===== src/periph_consts.svh =====
// peripheral window constants: memory map, register counts and timer prescale
`ifndef PERIPH_CONSTS_SVH
`define PERIPH_CONSTS_SVH

// first bus address of the peripheral window
`define PERIPH_BASE 8'hEE

// register count of each block
`define IRQ_SIZE   4
`define GPIO_SIZE  8
`define TIMER_SIZE 3

// blocks are packed back to back from offset 0
`define IRQ_OFF   0
`define GPIO_OFF  (`IRQ_OFF + `IRQ_SIZE)
`define TIMER_OFF (`GPIO_OFF + `GPIO_SIZE)

// whole window
`define PERIPH_SIZE (`IRQ_SIZE + `GPIO_SIZE + `TIMER_SIZE)
`define OFFSET_W    4

// clock cycles per timer tick
`define TIMER_PRESCALE 4

`endif


===== src/periph_pkg.sv =====
// shared data types and enums of the peripheral subsystem
`include "periph_consts.svh"

package periph_pkg;

    // bus data word
    typedef logic [7:0] word_t;

    // register offset inside the window or inside one block
    typedef logic [`OFFSET_W-1:0] offset_t;

    // gpio pin vector
    typedef logic [15:0] gpio_bus_t;

    // one bit per interrupt source
    typedef logic [3:0] irq_vec_t;

    // index of each interrupt source in an irq_vec_t
    typedef enum logic [1:0] {
        src_gpio  = 2'd0,
        src_timer = 2'd1,
        src_ext0  = 2'd2,
        src_ext1  = 2'd3
    } irq_src_e;

    // wishbone decoder FSM
    typedef enum logic {
        bus_idle,
        bus_ack
    } bus_state_e;

    // timer control bits 1:0
    typedef enum logic [1:0] {
        mode_stopped  = 2'd0,
        mode_one_shot = 2'd1,
        mode_periodic = 2'd2
    } timer_mode_e;

endpackage


===== src/periph_reg_if.sv =====
// register access channel from the bus decoder to one peripheral block
`timescale 1ns/1ps

interface periph_reg_if;

    logic                sel;
    logic                we;
    periph_pkg::offset_t offset;
    periph_pkg::word_t   wdata;
    // zero while sel is low, so the decoder can OR all blocks
    periph_pkg::word_t   rdata;

    modport decoder (
        output sel, we, offset, wdata,
        input  rdata
    );

    modport peripheral (
        input  sel, we, offset, wdata,
        output rdata
    );

endinterface


===== src/periph_bus_decoder.sv =====
// wishbone classic slave that decodes the window and routes accesses to the blocks
`timescale 1ns/1ps
`include "periph_consts.svh"

module periph_bus_decoder (
    input  logic                 clk,
    input  logic                 rst,
    input  logic                 wb_cyc,
    input  logic                 wb_stb,
    input  logic                 wb_we,
    input  periph_pkg::word_t    wb_adr,
    input  periph_pkg::word_t    wb_dat_w,
    output periph_pkg::word_t    wb_dat_r,
    output logic                 wb_ack,
    periph_reg_if.decoder        reg_irq,
    periph_reg_if.decoder        reg_gpio,
    periph_reg_if.decoder        reg_timer
);

    periph_pkg::bus_state_e state_q;
    periph_pkg::word_t      rel_addr;
    periph_pkg::offset_t    offset;
    logic                   in_window;
    logic                   req;

    assign in_window = (wb_adr >= `PERIPH_BASE) && (wb_adr < `PERIPH_BASE + `PERIPH_SIZE);
    assign rel_addr  = wb_adr - `PERIPH_BASE;
    assign offset    = rel_addr[`OFFSET_W-1:0];

    // only the first cycle of a request is served, a held stb waits for idle
    assign req = wb_cyc && wb_stb && in_window && (state_q == periph_pkg::bus_idle);

    // irq block starts at offset 0
    assign reg_irq.sel   = req && (offset < `IRQ_OFF + `IRQ_SIZE);
    assign reg_gpio.sel  = req && (offset >= `GPIO_OFF) && (offset < `GPIO_OFF + `GPIO_SIZE);
    assign reg_timer.sel = req && (offset >= `TIMER_OFF);

    assign reg_irq.offset   = periph_pkg::offset_t'(offset - `IRQ_OFF);
    assign reg_gpio.offset  = periph_pkg::offset_t'(offset - `GPIO_OFF);
    assign reg_timer.offset = periph_pkg::offset_t'(offset - `TIMER_OFF);

    assign reg_irq.we   = wb_we;
    assign reg_gpio.we  = wb_we;
    assign reg_timer.we = wb_we;

    assign reg_irq.wdata   = wb_dat_w;
    assign reg_gpio.wdata  = wb_dat_w;
    assign reg_timer.wdata = wb_dat_w;

    always_ff @(posedge clk)
    begin
        if (rst)
        begin
            state_q <= periph_pkg::bus_idle;
        end
        else if (state_q == periph_pkg::bus_idle)
        begin
            if (req)
            begin
                state_q <= periph_pkg::bus_ack;
            end
        end
        else
        begin
            state_q <= periph_pkg::bus_idle;
        end
    end

    // unselected blocks drive zero
    always_ff @(posedge clk)
    begin
        if (req)
        begin
            wb_dat_r <= reg_irq.rdata | reg_gpio.rdata | reg_timer.rdata;
        end
    end

    assign wb_ack = (state_q == periph_pkg::bus_ack);

endmodule


===== src/periph_gpio.sv =====
// 16-bit gpio port with output latches, synchronized inputs and rising-edge interrupt
`timescale 1ns/1ps

module periph_gpio (
    input  logic                  clk,
    input  logic                  rst,
    periph_reg_if.peripheral      regs,
    input  periph_pkg::gpio_bus_t gpi,
    output periph_pkg::gpio_bus_t gpo,
    output logic                  irq
);

    periph_pkg::gpio_bus_t gpo_q;
    periph_pkg::gpio_bus_t mask_q;
    periph_pkg::gpio_bus_t flag_q;
    periph_pkg::gpio_bus_t gpi_meta;
    periph_pkg::gpio_bus_t gpi_sync;
    periph_pkg::gpio_bus_t gpi_prev;
    periph_pkg::gpio_bus_t rise;
    periph_pkg::gpio_bus_t flag_clr;
    logic                  wr;

    assign wr = regs.sel && regs.we;

    // two-flop synchronizer plus one stage for edge detect
    always_ff @(posedge clk)
    begin
        gpi_meta <= gpi;
        gpi_sync <= gpi_meta;
        gpi_prev <= gpi_sync;
    end

    assign rise = gpi_sync & ~gpi_prev;

    always_comb
    begin
        flag_clr = '0;
        if (wr && regs.offset == 4'd6)
        begin
            flag_clr[7:0] = regs.wdata;
        end
        if (wr && regs.offset == 4'd7)
        begin
            flag_clr[15:8] = regs.wdata;
        end
    end

    always_ff @(posedge clk)
    begin
        if (rst)
        begin
            gpo_q  <= '0;
            mask_q <= '0;
            flag_q <= '0;
        end
        else
        begin
            if (wr)
            begin
                case (regs.offset)
                    4'd0: gpo_q[7:0]   <= regs.wdata;
                    4'd1: gpo_q[15:8]  <= regs.wdata;
                    4'd4: mask_q[7:0]  <= regs.wdata;
                    4'd5: mask_q[15:8] <= regs.wdata;
                    default: ;
                endcase
            end
            // an edge in the clearing cycle keeps its flag
            flag_q <= (flag_q & ~flag_clr) | rise;
        end
    end

    always_comb
    begin
        regs.rdata = '0;
        if (regs.sel)
        begin
            case (regs.offset)
                4'd0: regs.rdata = gpo_q[7:0];
                4'd1: regs.rdata = gpo_q[15:8];
                4'd2: regs.rdata = gpi_sync[7:0];
                4'd3: regs.rdata = gpi_sync[15:8];
                4'd4: regs.rdata = mask_q[7:0];
                4'd5: regs.rdata = mask_q[15:8];
                4'd6: regs.rdata = flag_q[7:0];
                4'd7: regs.rdata = flag_q[15:8];
                default: regs.rdata = '0;
            endcase
        end
    end

    assign gpo = gpo_q;
    assign irq = |(flag_q & mask_q);

endmodule


===== src/periph_irq_ctrl.sv =====
// interrupt controller with pending, enable and software trigger driving the cpu lines
`timescale 1ns/1ps

module periph_irq_ctrl (
    input  logic                 clk,
    input  logic                 rst,
    periph_reg_if.peripheral     regs,
    input  periph_pkg::irq_vec_t src,
    output periph_pkg::irq_vec_t cpu_irq
);

    periph_pkg::irq_vec_t enable_q;
    periph_pkg::irq_vec_t pending_q;
    periph_pkg::irq_vec_t active;
    periph_pkg::irq_vec_t clr;
    periph_pkg::irq_vec_t sw_set;
    periph_pkg::irq_vec_t cpu_irq_q;
    logic                 wr;

    assign wr     = regs.sel && regs.we;
    assign clr    = (wr && regs.offset == 4'd1) ? regs.wdata[3:0] : '0;
    assign sw_set = (wr && regs.offset == 4'd2) ? regs.wdata[3:0] : '0;
    assign active = pending_q & enable_q;

    always_ff @(posedge clk)
    begin
        if (rst)
        begin
            enable_q  <= '0;
            pending_q <= '0;
            cpu_irq_q <= '0;
        end
        else
        begin
            if (wr && regs.offset == 4'd0)
            begin
                enable_q <= regs.wdata[3:0];
            end
            // a source still high sets its bit again
            pending_q <= (pending_q & ~clr) | src | sw_set;
            cpu_irq_q <= active;
        end
    end

    // software trigger reads back as zero
    always_comb
    begin
        regs.rdata = '0;
        if (regs.sel)
        begin
            case (regs.offset)
                4'd0: regs.rdata = {4'b0, enable_q};
                4'd1: regs.rdata = {4'b0, pending_q};
                4'd3: regs.rdata = {4'b0, active};
                default: regs.rdata = '0;
            endcase
        end
    end

    assign cpu_irq = cpu_irq_q;

endmodule


===== src/periph_minimal.sv =====
// peripheral subsystem top: wishbone slave with irq controller, gpio and timer
`timescale 1ns/1ps

module periph_minimal (
    input  logic                  clk,
    input  logic                  rst,
    input  logic                  wb_cyc,
    input  logic                  wb_stb,
    input  logic                  wb_we,
    input  periph_pkg::word_t     wb_adr,
    input  periph_pkg::word_t     wb_dat_w,
    output periph_pkg::word_t     wb_dat_r,
    output logic                  wb_ack,
    input  periph_pkg::gpio_bus_t gpi,
    output periph_pkg::gpio_bus_t gpo,
    input  logic [1:0]            irq_in,
    output periph_pkg::irq_vec_t  cpu_irq
);

    periph_pkg::irq_vec_t src;
    logic                 gpio_irq;
    logic                 timer_irq;

    periph_reg_if reg_irq ();
    periph_reg_if reg_gpio ();
    periph_reg_if reg_timer ();

    // external pins take the two upper source slots
    assign src[periph_pkg::src_gpio]  = gpio_irq;
    assign src[periph_pkg::src_timer] = timer_irq;
    assign src[periph_pkg::src_ext0]  = irq_in[0];
    assign src[periph_pkg::src_ext1]  = irq_in[1];

    periph_bus_decoder u_decoder (
        .clk       (clk),
        .rst       (rst),
        .wb_cyc    (wb_cyc),
        .wb_stb    (wb_stb),
        .wb_we     (wb_we),
        .wb_adr    (wb_adr),
        .wb_dat_w  (wb_dat_w),
        .wb_dat_r  (wb_dat_r),
        .wb_ack    (wb_ack),
        .reg_irq   (reg_irq.decoder),
        .reg_gpio  (reg_gpio.decoder),
        .reg_timer (reg_timer.decoder)
    );

    periph_gpio u_gpio (
        .clk  (clk),
        .rst  (rst),
        .regs (reg_gpio.peripheral),
        .gpi  (gpi),
        .gpo  (gpo),
        .irq  (gpio_irq)
    );

    periph_timer u_timer (
        .clk  (clk),
        .rst  (rst),
        .regs (reg_timer.peripheral),
        .irq  (timer_irq)
    );

    periph_irq_ctrl u_irq_ctrl (
        .clk     (clk),
        .rst     (rst),
        .regs    (reg_irq.peripheral),
        .src     (src),
        .cpu_irq (cpu_irq)
    );

endmodule


===== src/periph_timer.sv =====
// prescaled 8-bit down-counter with stopped, one-shot and periodic modes
`timescale 1ns/1ps
`include "periph_consts.svh"

module periph_timer (
    input  logic             clk,
    input  logic             rst,
    periph_reg_if.peripheral regs,
    output logic             irq
);

    periph_pkg::timer_mode_e              mode_q;
    periph_pkg::timer_mode_e              wr_mode;
    periph_pkg::word_t                    reload_q;
    periph_pkg::word_t                    count_q;
    logic [$clog2(`TIMER_PRESCALE)-1:0]   presc_q;
    logic                                 tick;
    logic                                 ctrl_wr;
    logic                                 irq_q;

    assign ctrl_wr = regs.sel && regs.we && (regs.offset == 4'd0);
    assign tick    = (presc_q == `TIMER_PRESCALE - 1);

    // encoding 3 is not a mode, treat it as stop
    always_comb
    begin
        case (periph_pkg::timer_mode_e'(regs.wdata[1:0]))
            periph_pkg::mode_one_shot: wr_mode = periph_pkg::mode_one_shot;
            periph_pkg::mode_periodic: wr_mode = periph_pkg::mode_periodic;
            default:                   wr_mode = periph_pkg::mode_stopped;
        endcase
    end

    always_ff @(posedge clk)
    begin
        if (regs.sel && regs.we && regs.offset == 4'd1)
        begin
            reload_q <= regs.wdata;
        end
    end

    always_ff @(posedge clk)
    begin
        if (rst)
        begin
            mode_q  <= periph_pkg::mode_stopped;
            count_q <= '0;
            presc_q <= '0;
            irq_q   <= 1'b0;
        end
        else
        begin
            irq_q <= 1'b0;
            if (ctrl_wr)
            begin
                mode_q  <= wr_mode;
                presc_q <= '0;
                if (wr_mode != periph_pkg::mode_stopped)
                begin
                    count_q <= reload_q;
                end
            end
            else if (mode_q != periph_pkg::mode_stopped)
            begin
                presc_q <= tick ? '0 : presc_q + 1'b1;
                if (tick)
                begin
                    if (count_q == '0)
                    begin
                        irq_q <= 1'b1;
                        if (mode_q == periph_pkg::mode_periodic)
                        begin
                            count_q <= reload_q;
                        end
                        else
                        begin
                            mode_q <= periph_pkg::mode_stopped;
                        end
                    end
                    else
                    begin
                        count_q <= count_q - 1'b1;
                    end
                end
            end
        end
    end

    always_comb
    begin
        regs.rdata = '0;
        if (regs.sel)
        begin
            case (regs.offset)
                4'd0: regs.rdata = {6'b0, mode_q};
                4'd1: regs.rdata = reload_q;
                4'd2: regs.rdata = count_q;
                default: regs.rdata = '0;
            endcase
        end
    end

    assign irq = irq_q;

endmodule


===== config.mk =====
export PLATFORM = sky130hd
export DESIGN_NAME = periph_minimal
export DESIGN_NICKNAME = d
export VERILOG_FILES = /design/src/periph_pkg.sv /design/src/periph_reg_if.sv /design/src/periph_bus_decoder.sv /design/src/periph_gpio.sv /design/src/periph_irq_ctrl.sv /design/src/periph_minimal.sv /design/src/periph_timer.sv
export VERILOG_INCLUDE_DIRS = /design/src /design/src/src
export SDC_FILE = /design/constraint.sdc
export NUM_CORES = 1
export LEC_CHECK = 0
export ABC_AREA = 1
export BUFFER_PORTS_ARGS = -buffer_cell sky130_fd_sc_hd__buf_2
export CORE_ASPECT_RATIO = 1.5
export CORE_UTILIZATION = 39
export CTS_CLUSTER_DIAMETER = 50
export DETAILED_ROUTE_END_ITERATION = 10
export PLACE_DENSITY = 0.63
export SLEW_MARGIN = 10
export SYNTH_ARGS = -nofsm -noshare
export SYNTH_HDL_FRONTEND = slang
export SYNTH_SLANG_ARGS = --single-unit

===== constraint.sdc =====
create_clock -name clk -period 2.36 [get_ports clk]
set_input_delay 0.236 -clock clk [delete_from_list [all_inputs] [get_ports clk]]
set_output_delay 0.236 -clock clk [all_outputs]
set_load 0.05 [all_outputs]

==> impl_metrics.json, run 1 <==
{
  "status": "finished clean",
  "async_flop_share_pct": 0,
  "die_w_um": 102,
  "cts_sinks": 138,
  "overflow": 0,
  "drt-initial-drc-count": 218,
  "drv_slew": 0,
  "syn_to_final_growth_pct": 23.9,
  "ir_worst_vdd_mv": 0.508,
  "tns_ps": 0,
  "ios": 68,
  "worstHoldPathCells": 1,
  "postCtsSetupBuffers": 0,
  "finalSetupViolations": 0,
  "crit_slowest_cell": "dfxtp_1",
  "fillerInstances": 1435,
  "vias_per_cell": 4.83,
  "grt_pass1_vias": 4944,
  "start_util_pct": 39.9,
  "arrival_ps": 2170,
  "fin_ws_ps": 492,
  "grt_util_all_layers_pct": 22.2,
  "power_leakage_nw": 3.16,
  "worstMarginPinSlew_ps": 511,
  "relSlewSlack_pct": 65.9,
  "ys_seq_area_share_pct": 50.4,
  "rows": 54,
  "vias": 5182,
  "period_share_pct": 79.1,
  "dieArea_um2": 15400,
  "reg2reg_depth": 8,
  "port_buffers": 67,
  "worstPathMaxFanout": 21,
  "ctsHoldBuffers": 16,
  "gp_routability_congestion": 0.920,
  "post_dp_cell_area_um2": 6450,
  "synth_warnings": 0,
  "cts_resized": 0,
  "power_density_nw_per_um2": 744,
  "num_antenna_cells": 0,
  "crit_path_max_incr_delay_ps": 300,
  "numCtsBuffers": 17,
  "syn-cell-area_um2": 5790,
  "max_freq_mhz": 535,
  "cts_htree_levels": 4,
  "hold_viol": 0,
  "cp.required_ps": 2660,
  "layout-drive-gt1-share_pct": 16.8,
  "final_cell_mix": "184 x nand2_1, 122 x dfxtp_1, 111 x inv_1, 67 x buf_2, 63 x nor2_1",
  "min_from": "wb_dat_w[6]",
  "rsz0062_at_grt": "no",
  "crit_buf_inv": 0,
  "avgSynthCellArea_um2": 7.67,
  "num-nets-final": 909,
  "synth-edff-count": 16,
  "hold_class": "primary input to register",
  "min_period_ps": 1870,
  "cp_cell_sequence": "nor2_1 -> nand3_2 -> nor2_4 -> nand2_4 -> nor2_8 -> nand2_2 -> o21ai_0 -> a21oi_1",
  "clk_latency_ps": 430,
  "synth_fp_nets": 801,
  "wl_per_cell_um": 15.1,
  "cp_top_family": "simple AND/OR/NAND/NOR gates",
  "final_common_cell": "nand2_1",
  "cts_tree": "done",
  "drc": 0,
  "skew_ps": 12.0,
  "design_area_um2": 7180,
  "fp.dieH_um": 151,
  "grt_antenna_before_repair": 0,
  "startpoint_type": "register",
  "cts-root-buf": "clkbuf_16",
  "postRouteAntennaNets": 0,
  "critPathKind": "register to register",
  "r2r_slack_ps": 490,
  "dp_hpwl_um": 12400,
  "holdPathEnd": "u_timer.reload_q[6]$_DFFE_PP_",
  "first_pass_iters": 5,
  "regToRegEndpoint": "u_gpio.mask_q[7]$_SDFFE_PP0P_",
  "preCtsSetupSlack_ps": 100,
  "cap_violations": 0,
  "cts_buffer_depth": 2,
  "end_kind": "register",
  "ys_ff_latch": 138,
  "grt_max_degree": 34,
  "rr_startpoint": "u_decoder.wb_ack$_SDFF_PP0_",
  "synthDistinctLibCells": 35,
  "routed_wl_um": 16200,
  "path_clk_slew_ps": 60,
  "grt_pass1_wl_um": 25100,
  "syn_inst": 755,
  "synth_ff_type": "dfxtp_1",
  "core_area_um2": 14500
}
-- routing by layer --
metal | global-route usage, % | vias to the layer above | routed length (um)
met4 | 12.7 | 0 | 685
met3 | 4.94 | 40 | 690
met2 | 40.9 | 138 | 8630
met5 | 0 | - | 0
li1 | - | 2650 | -
met1 | 22.6 | 2354 | 6230
-- flip-flops by register name, summed over array words and instances (netlist names), 2 cells and up --
name	count
u_gpio.gpi_sync	16
u_irq_ctrl.enable_q	4
u_timer.reload_q	8
u_gpio.flag_q	16
u_timer.mode_q	2
u_decoder.wb_dat_r	8
u_irq_ctrl.cpu_irq	4
u_timer.presc_q	2
u_gpio.mask_q	16
u_gpio.gpo	16
u_irq_ctrl.pending_q	4
u_timer.count_q	8
u_gpio.gpi_prev	16
u_gpio.gpi_meta	16
-- report_power, final --
part / leakage, nW / switching, mW / total (mW) / internal [mW]
Clock: 0.280 / 1.16 / 2.56 / 1.40
Combinational: 1.74 / 0.201 / 0.310 / 0.109
Sequential: 1.14 / 0.0317 / 2.47 / 2.44
-- Yosys cell counts (6+ instances only) --
master      n  share of area (%)
nand4_1     6               0.65
o21ai_1     6               0.52
edfxtp_1   16                8.3
nor2_1     63                4.1
or2_2       6               0.65
nand2_1   184                 12
nand3_1    43                3.7
inv_1     111                7.2
dfxtp_1   122                 42
ha_1        7                1.5
clkbuf_1    9               0.58
a21oi_1    62                5.4
o21ai_0    53                4.6
nand2_2     7               0.76
o22ai_1    21                2.3
-- worst max-delay path by stage --
| stage | start | endpoint | depth (start not counted) |
|---|---|---|---|
| 3_3_place_gp | wb_adr[1] | u_decoder.wb_dat_r[4]$_DFFE_PP_ | 12 |
| 2_1_floorplan | wb_adr[2] | u_timer.reload_q[0]$_DFFE_PP_ | 7 |
| 3_5_place_dp | wb_adr[1] | u_decoder.wb_dat_r[4]$_DFFE_PP_ | 12 |
| 5_1_grt | u_decoder.wb_ack$_SDFF_PP0_ | u_gpio.mask_q[0]$_SDFFE_PP0P_ | 8 |
| 4_1_cts | u_decoder.wb_ack$_SDFF_PP0_ | u_timer.count_q[4]$_SDFFE_PP0P_ | 10 |
| 6_report | u_decoder.wb_ack$_SDFF_PP0_ | u_gpio.mask_q[7]$_SDFFE_PP0P_ | 8 |
-- cell type report --
| class | count | area, um^2 | area share [%] |
|---|---|---|---|
| clock inverter | 15 | 140 | 1.95 |
| inverter | 113 | 424 | 5.91 |
| timing repair buffer | 106 | 668 | 9.31 |
| clock buffer | 17 | 425 | 5.93 |
| tap | 196 | 245 | 3.42 |
| sequential | 138 | 2920 | 40.7 |
| multi-input combinational | 487 | 2350 | 32.8 |
-- stage by stage --
step	power [mW]	util, %	instances	hold WS (ps)
2_1_floorplan	2.67	-	755	264
3_3_place_gp	2.80	44.4	1024	310
3_5_place_dp	2.81	44.4	1024	312
4_1_cts	5.38	49.4	1072	130
5_1_grt	5.51	49.4	1072	142
6_report	5.34	49.4	1072	138
-- logic make-up after synthesis --
| kind of cell | Yosys count | share of synthesized area, % |
|---|---|---|
| fa+ha+maj | 7 | 1.51 |
| xor+xnor | 5 | 0.756 |
| buf+inv | 130 | 8.96 |
| simple gates | 323 | 24.2 |
| flops | 138 | 50.4 |
| compound gates | 152 | 14.1 |
(Power assumes the default switching activity.)
==> run 2: changes to the inputs <==
--- a/config.mk
+++ b/config.mk
@@ -6,13 +6,13 @@
 export SDC_FILE = /design/constraint.sdc
 export NUM_CORES = 1
 export LEC_CHECK = 0
-export ABC_AREA = 1
+export ABC_AREA = 0
 export BUFFER_PORTS_ARGS = -buffer_cell sky130_fd_sc_hd__buf_2
 export CORE_ASPECT_RATIO = 1.5
 export CORE_UTILIZATION = 39
 export CTS_CLUSTER_DIAMETER = 50
 export DETAILED_ROUTE_END_ITERATION = 10
-export PLACE_DENSITY = 0.63
+export PLACE_DENSITY = 0.65
 export SLEW_MARGIN = 10
 export SYNTH_ARGS = -nofsm -noshare
 export SYNTH_HDL_FRONTEND = slang
==> constraint.sdc (replaced) <==
create_clock -name clk -period 1.5 [get_ports clk]
set_input_delay 0.15 -clock clk [delete_from_list [all_inputs] [get_ports clk]]
set_output_delay 0.15 -clock clk [all_outputs]
set_load 0.05 [all_outputs]
==> run 2 against run 1 <==
The run now ends with setup timing left. Worst hold slack got worse by 60 ps. Final cell count decreased by 6.3%. Fmax decreased by 5.7%. Clock skew decreased by 3.8 ps. Core utilization increased by 13 points. Clock power increased by 59%. Global-route usage increased by 4.5 points. Largest cell class is now multi-input gates. Largest power group unchanged.
==> impl_metrics.json, run 2 <==
{
  "switchingPower_mw": 2.22,
  "power_leakage_nw": 3.50,
  "synthTopCellsByArea": "dfxtp_1 43%, edfxtp_1 8.5%, a21oi_1 5.1%, nor2_1 4.5%, mux2i_1 4.3%",
  "numCtsBuffers": 17,
  "core_area_um2": 14100,
  "synth_fp_nets": 655,
  "gp_routability_congestion": 0.907,
  "syn-cell-area_um2": 5640,
  "die_w_um": 100,
  "overflow": 0,
  "routed_wl_um": 19200,
  "relSlewSlack_pct": 67.0,
  "vias": 5519,
  "hold_class": "primary input to register",
  "cts_buffer_depth": 2,
  "preCtsSetupSlack_ps": -856,
  "grt_pass1_vias": 5605,
  "max_freq_mhz": 505,
  "drv_slew": 0,
  "power.share.clock_pct": 46.1,
  "cts_tree": "done",
  "layout-drive-gt1-share_pct": 43.1,
  "final_common_cell": "dfxtp_1",
  "dp_hpwl_um": 13100,
  "synth-edff-count": 16,
  "skew_ps": 8.29,
  "dieArea_um2": 15000,
  "startpoint_type": "register",
  "rows": 53,
  "finalSetupViolations": 94,
  "cts_sinks": 138,
  "combinationalPowerShare_pct": 9.8,
  "synthDistinctLibCells": 56,
  "drt-initial-drc-count": 343,
  "fin_ws_ps": -481,
  "grt_util_all_layers_pct": 26.7,
  "min_period_ps": 1980,
  "synth_warnings": 0,
  "wl_per_cell_um": 19.1,
  "tns_ps": -32570,
  "async_flop_share_pct": 0,
  "postRouteAntennaNets": 0,
  "dp_cells": 934,
  "yosysTopAreaCellShare_pct": 43.3,
  "grt_antenna_before_repair": 0,
  "avgSynthCellArea_um2": 9.26,
  "power_density_nw_per_um2": 1010,
  "ir_worst_vdd_mv": 0.782,
  "synth_most_common_cell": "dfxtp_1",
  "num_antenna_cells": 0,
  "power.share.sequential_pct": 44.1,
  "p_int_mw": 6.64,
  "worstMarginPinSlew_ps": 495,
  "switching_share_pct": 25.0,
  "start_util_pct": 40.1,
  "design_power_total_mw": 8.85,
  "ys_ff_latch": 138,
  "grt_max_degree": 45,
  "cts_htree_levels": 4,
  "syn_inst": 609,
  "num-nets-final": 847,
  "design_area_um2": 8750,
  "clk_latency_ps": 420,
  "ios": 68,
  "post_dp_cell_area_um2": 7060,
  "yosys-top-cells-count": "122 x dfxtp_1, 68 x nor2_1, 59 x nand2_1, 58 x a21oi_1, 35 x nand3_1",
  "first_pass_iters": 6,
  "path_clk_slew_ps": 60,
  "synth_ff_type": "dfxtp_1",
  "critPathKind": "register to register",
  "port_buffers": 67,
  "period_share_pct": 132,
  "cp.required_ps": 1790,
  "synth_top_cell_by_area": "dfxtp_1",
  "vias_per_cell": 5.49,
  "cts-root-buf": "clkbuf_16",
  "violations": "setup timing",
  "status": "finished with violations",
  "fp.dieH_um": 149,
  "ys_seq_area_share_pct": 51.8,
  "syn_to_final_growth_pct": 55.1,
  "drc": 0,
  "cap_violations": 0,
  "worstPathMaxFanout": 6,
  "end_kind": "register",
  "final_cells": 1005,
  "grt_pass1_wl_um": 29900,
  "final_cell_mix": "119 x dfxtp_1, 84 x buf_4, 65 x nor2_1, 65 x buf_2, 38 x nand2_1",
  "rsz0062_at_grt": "yes",
  "hold_viol": 0,
  "arrival_ps": 2270
}
==> run 2: cell types whose count changed after synthesis, moves of 6 or more <==
| cell | previous run | this run |
|---|---|---|
| nor2b_1 | 0 | 21 |
| clkbuf_1 | 9 | 31 |
| nand2_1 | 184 | 59 |
| nand2_2 | 7 | 0 |
| o21ai_0 | 53 | 15 |
| o21ai_1 | 6 | 0 |
| o22ai_1 | 21 | 4 |
| a22o_1 | 0 | 8 |
| a22oi_1 | 1 | 14 |
| mux2i_1 | 0 | 24 |
| nor3_1 | 2 | 14 |
| nand3_1 | 43 | 35 |
| a221oi_1 | 0 | 11 |
| inv_1 | 111 | 8 |
==> run 2: critical path, cell delays in order, from the launching register on <==
cell and delay [ps]:
dfxtp_4 340, and4b_1 280, nand3_4 90, buf_8 140
or2_4 250, nor4_4 260, buf_12 190, mux2i_2 240
nor2_1 60
==> run 2: logic make-up after synthesis <==
| logic type | after synthesis | share of synthesized area [%] |
|---|---|---|
| and+or+nand+nor | 246 | 21.6 |
| adders and majority gates | 8 | 1.73 |
| muxes | 28 | 5.06 |
| buffers and inverters | 47 | 3.26 |
| DFF | 138 | 51.8 |
| xor gates and xnor gates | 2 | 0.311 |
| AOI/OAI and AO/OA | 140 | 16.2 |
==> run 2: area by class of cell <==
| type | instances | area [um^2] |
|---|---|---|
| Sequential cell | 138 | 2930 |
| Inverter | 8 | 33.8 |
| Multi-Input combinational cell | 424 | 3200 |
| Clock buffer | 19 | 464 |
| Clock inverter | 12 | 114 |
| Tap cell | 192 | 240 |
| Fill cell | 1144 | 5310 |
| Timing Repair Buffer | 212 | 1760 |
==> run 2: routing by layer <==
metal	up-vias	share of wire, %	wire length, um	track usage [%]
met5	-	0	0	0
met4	0	4.7	899	15.5
met3	61	3.9	750	4.40
met2	202	53	10200	48.9
met1	2666	38	7330	28.4
li1	2590	-	-	-
==> run 2: repair_timing <==
action,in CTS,in global routing
gates cloned,4,0
pin swaps,57,35
hold buffers,18,0
setup endpoints to repair,93,94
endpoints found under the hold margin,18,0
setup buffers,18,6
gates resized for setup,125,54
==> run 2: path summary, 6_finish.rpt <==
check                              startpoint                             to  cells after the start  slack (ps)
setup reg to reg  u_decoder.wb_ack$_SDFF_PP0_     u_gpio.gpo[5]$_SDFFE_PP0P_                      8        -480
hold / removal                    wb_dat_w[4]  u_timer.reload_q[4]$_DFFE_PP_                      1          80
hold reg to reg    u_gpio.gpi_meta[1]$_DFF_P_     u_gpio.gpi_sync[1]$_DFF_P_                      0         320
setup / recovery  u_decoder.wb_ack$_SDFF_PP0_     u_gpio.gpo[5]$_SDFFE_PP0P_                      8        -480
==> run 2: per-stage QoR <==
stage	utilization (%)	hold slack, ps
after floorplan	-	178
after global routing	62.2	90.8
after detailed placement	50.2	254
final	62.2	77.9
after CTS	60.9	73.8
after global placement	50.2	252
==> run 2: power groups by stage <==
| stage | sequential (mW) | combinational [mW] | clock (mW) |
|---|---|---|---|
| after global placement | 3.97 | 0.665 | 0 |
| after floorplan | 3.95 | 0.380 | 0 |
| after global routing | 3.91 | 0.916 | 4.28 |
| after detailed placement | 3.97 | 0.676 | 0 |
| final | 3.90 | 0.867 | 4.08 |
| after CTS | 3.90 | 0.829 | 4.11 |
==> run 3: changes to the inputs <==
--- a/config.mk
+++ b/config.mk
@@ -9,10 +9,11 @@
 export ABC_AREA = 0
 export BUFFER_PORTS_ARGS = -buffer_cell sky130_fd_sc_hd__buf_2
 export CORE_ASPECT_RATIO = 1.5
-export CORE_UTILIZATION = 39
+export CORE_UTILIZATION = 52
 export CTS_CLUSTER_DIAMETER = 50
 export DETAILED_ROUTE_END_ITERATION = 10
-export PLACE_DENSITY = 0.65
+export PLACE_DENSITY = 0.81
+export REMOVE_ABC_BUFFERS = 1
 export SLEW_MARGIN = 10
 export SYNTH_ARGS = -nofsm -noshare
 export SYNTH_HDL_FRONTEND = slang
==> run 3 against run 2 <==
The flow still finishes with violations (setup timing). Wire length is 11% higher. Via count up 6.1%. Highest routed layer unchanged. Clock skew up 2.2 ps. Power rose by 1.3%. Fmax fell by 1.7%. Final cell count is 4.7% lower.
==> impl_metrics.json, run 3 (synthesized netlist as in run 2, its figures left out) <==
{
  "cts_tree": "done",
  "port_buffers": 67,
  "violations": "setup timing",
  "reg2reg_depth": 6,
  "end_kind": "register",
  "rr_startpoint": "u_timer.count_q[5]$_SDFFE_PP0P_",
  "final_cell_mix": "117 x dfxtp_1, 86 x buf_4, 66 x buf_2, 64 x nor2_1, 50 x nand2_1",
  "routed_wl_um": 21300,
  "grt_pass1_vias": 5842,
  "postRouteAntennaNets": 0,
  "final_cells": 958,
  "grt_antenna_before_repair": 0,
  "post-route-util_pct": 80.0,
  "cp.required_ps": 1820,
  "start_util_pct": 53.2,
  "design_area_um2": 8470,
  "worstHoldPathCells": 1,
  "skew_ps": 10.5,
  "first_pass_iters": 5,
  "min_period_ps": 2010,
  "grt_pass1_wl_um": 31400,
  "finalSetupViolations": 92,
  "grt_util_all_layers_pct": 38.3,
  "worstMarginPinSlew_ps": 690,
  "vias_per_cell": 6.11,
  "numCtsBuffers": 17,
  "die_w_um": 87.0,
  "gp_routability_congestion": 0.933,
  "wl_per_cell_um": 22.3,
  "clk_latency_ps": 430,
  "rows": 46,
  "num_antenna_cells": 0,
  "syn_to_final_growth_pct": 50.2,
  "cts-root-buf": "clkbuf_16",
  "cts_buffer_depth": 2,
  "relSlewSlack_pct": 53.5,
  "cts_sinks": 138,
  "layout-drive-gt1-share_pct": 39.6,
  "num-nets-final": 847,
  "fin_ws_ps": -514,
  "dp_cells": 879,
  "drt-initial-drc-count": 559,
  "holdPathEnd": "u_timer.reload_q[7]$_DFFE_PP_",
  "hold_class": "primary input to register",
  "power_density_nw_per_um2": 1060,
  "status": "finished with violations",
  "overflow": 0,
  "rsz0062_at_grt": "yes",
  "r2r_slack_ps": -510,
  "tns_ps": -28140,
  "max_freq_mhz": 496,
  "vias": 5856,
  "min_from": "wb_dat_w[7]",
  "ir_worst_vdd_mv": 1.14,
  "post_dp_cell_area_um2": 6800,
  "dieArea_um2": 11300,
  "design_power_total_mw": 8.97,
  "worstPathMaxFanout": 8,
  "power_leakage_nw": 3.44,
  "path_clk_slew_ps": 60,
  "final_common_cell": "dfxtp_1",
  "period_share_pct": 134,
  "holdWs_ps": 39.7,
  "regToRegEndpoint": "u_timer.count_q[7]$_SDFFE_PP0P_",
  "drc": 0,
  "fp.dieH_um": 130,
  "drv_slew": 0,
  "grt_max_degree": 35,
  "cts_htree_levels": 4,
  "arrival_ps": 2330,
  "hold_viol": 0,
  "core_area_um2": 10600,
  "dp_hpwl_um": 13500,
  "ios": 68,
  "cap_violations": 0,
  "startpoint_type": "register",
  "preCtsSetupSlack_ps": -908,
  "critPathKind": "register to register"
}
## run 3: cell count changes in the layout (fill, tap and decap cells not counted), moves of 8 or more
cell / delta
a21oi_1: +13
a21oi_2: -11
nand2_1: +12
nand2_4: -8
nand3_1: +15
nand3_2: -12
## run 3: how the worst max path moves through the flow
stage                                    startpoint                         endpoint  slack, ps  depth (start not counted)
floorplan                                 wb_adr[1]   u_gpio.mask_q[10]$_SDFFE_PP0P_      -1910                          7
global placement                          wb_adr[1]  u_decoder.wb_dat_r[3]$_DFFE_PP_       -920                         10
detailed placement                        wb_adr[1]  u_decoder.wb_dat_r[3]$_DFFE_PP_       -910                         10
CTS                 u_timer.count_q[5]$_SDFFE_PP0P_  u_timer.count_q[6]$_SDFFE_PP0P_       -450                          7
global route        u_timer.count_q[5]$_SDFFE_PP0P_  u_timer.count_q[0]$_SDFFE_PP0P_       -540                          7
finish              u_timer.count_q[5]$_SDFFE_PP0P_  u_timer.count_q[7]$_SDFFE_PP0P_       -510                          6
## run 3: critical path: stages (launching register included)
cell and delay [ps]:
dfxtp_2 320, or4_4 560, or3_4 390, o31ai_4 140
buf_12 190, a21oi_1 70, o31ai_1 240
## run 3: power by group
part | switching (mW) | internal [mW] | total (mW) | leakage, nW
Sequential | 0.0776 | 3.83 | 3.91 | 1.16
Combinational | 0.524 | 0.422 | 0.946 | 1.99
Clock | 1.85 | 2.26 | 4.11 | 0.285
## run 3: final cells by class
type,instances,area (um^2)
clock buffer,18,439
multi-input combinational,424,3000
tap,144,180
clock inverter,14,141
sequential,138,2930
timing repair buffer,212,1740
fill,687,2120
inverter,8,35.0
## run 3: layer usage
metal / track usage, % / vias up / part of all wire [%]
met5: 0 / - / 0
met4: 29.3 / 0 / 7.7
met3: 8.15 / 117 / 6.6
met2: 66.3 / 328 / 50
met1: 40.1 / 2815 / 36
li1: - / 2596 / -
## run 3: repair_timing
| action | 4_1_cts | 5_1_grt |
|---|---|---|
| cloned | 4 | 0 |
| pin swaps | 44 | 28 |
| gates resized for setup | 118 | 52 |
| hold endpoints to repair | 18 | 0 |
| hold buffers | 18 | 0 |
| buffers inserted | 18 | 11 |
| setup endpoints to repair | 93 | 93 |
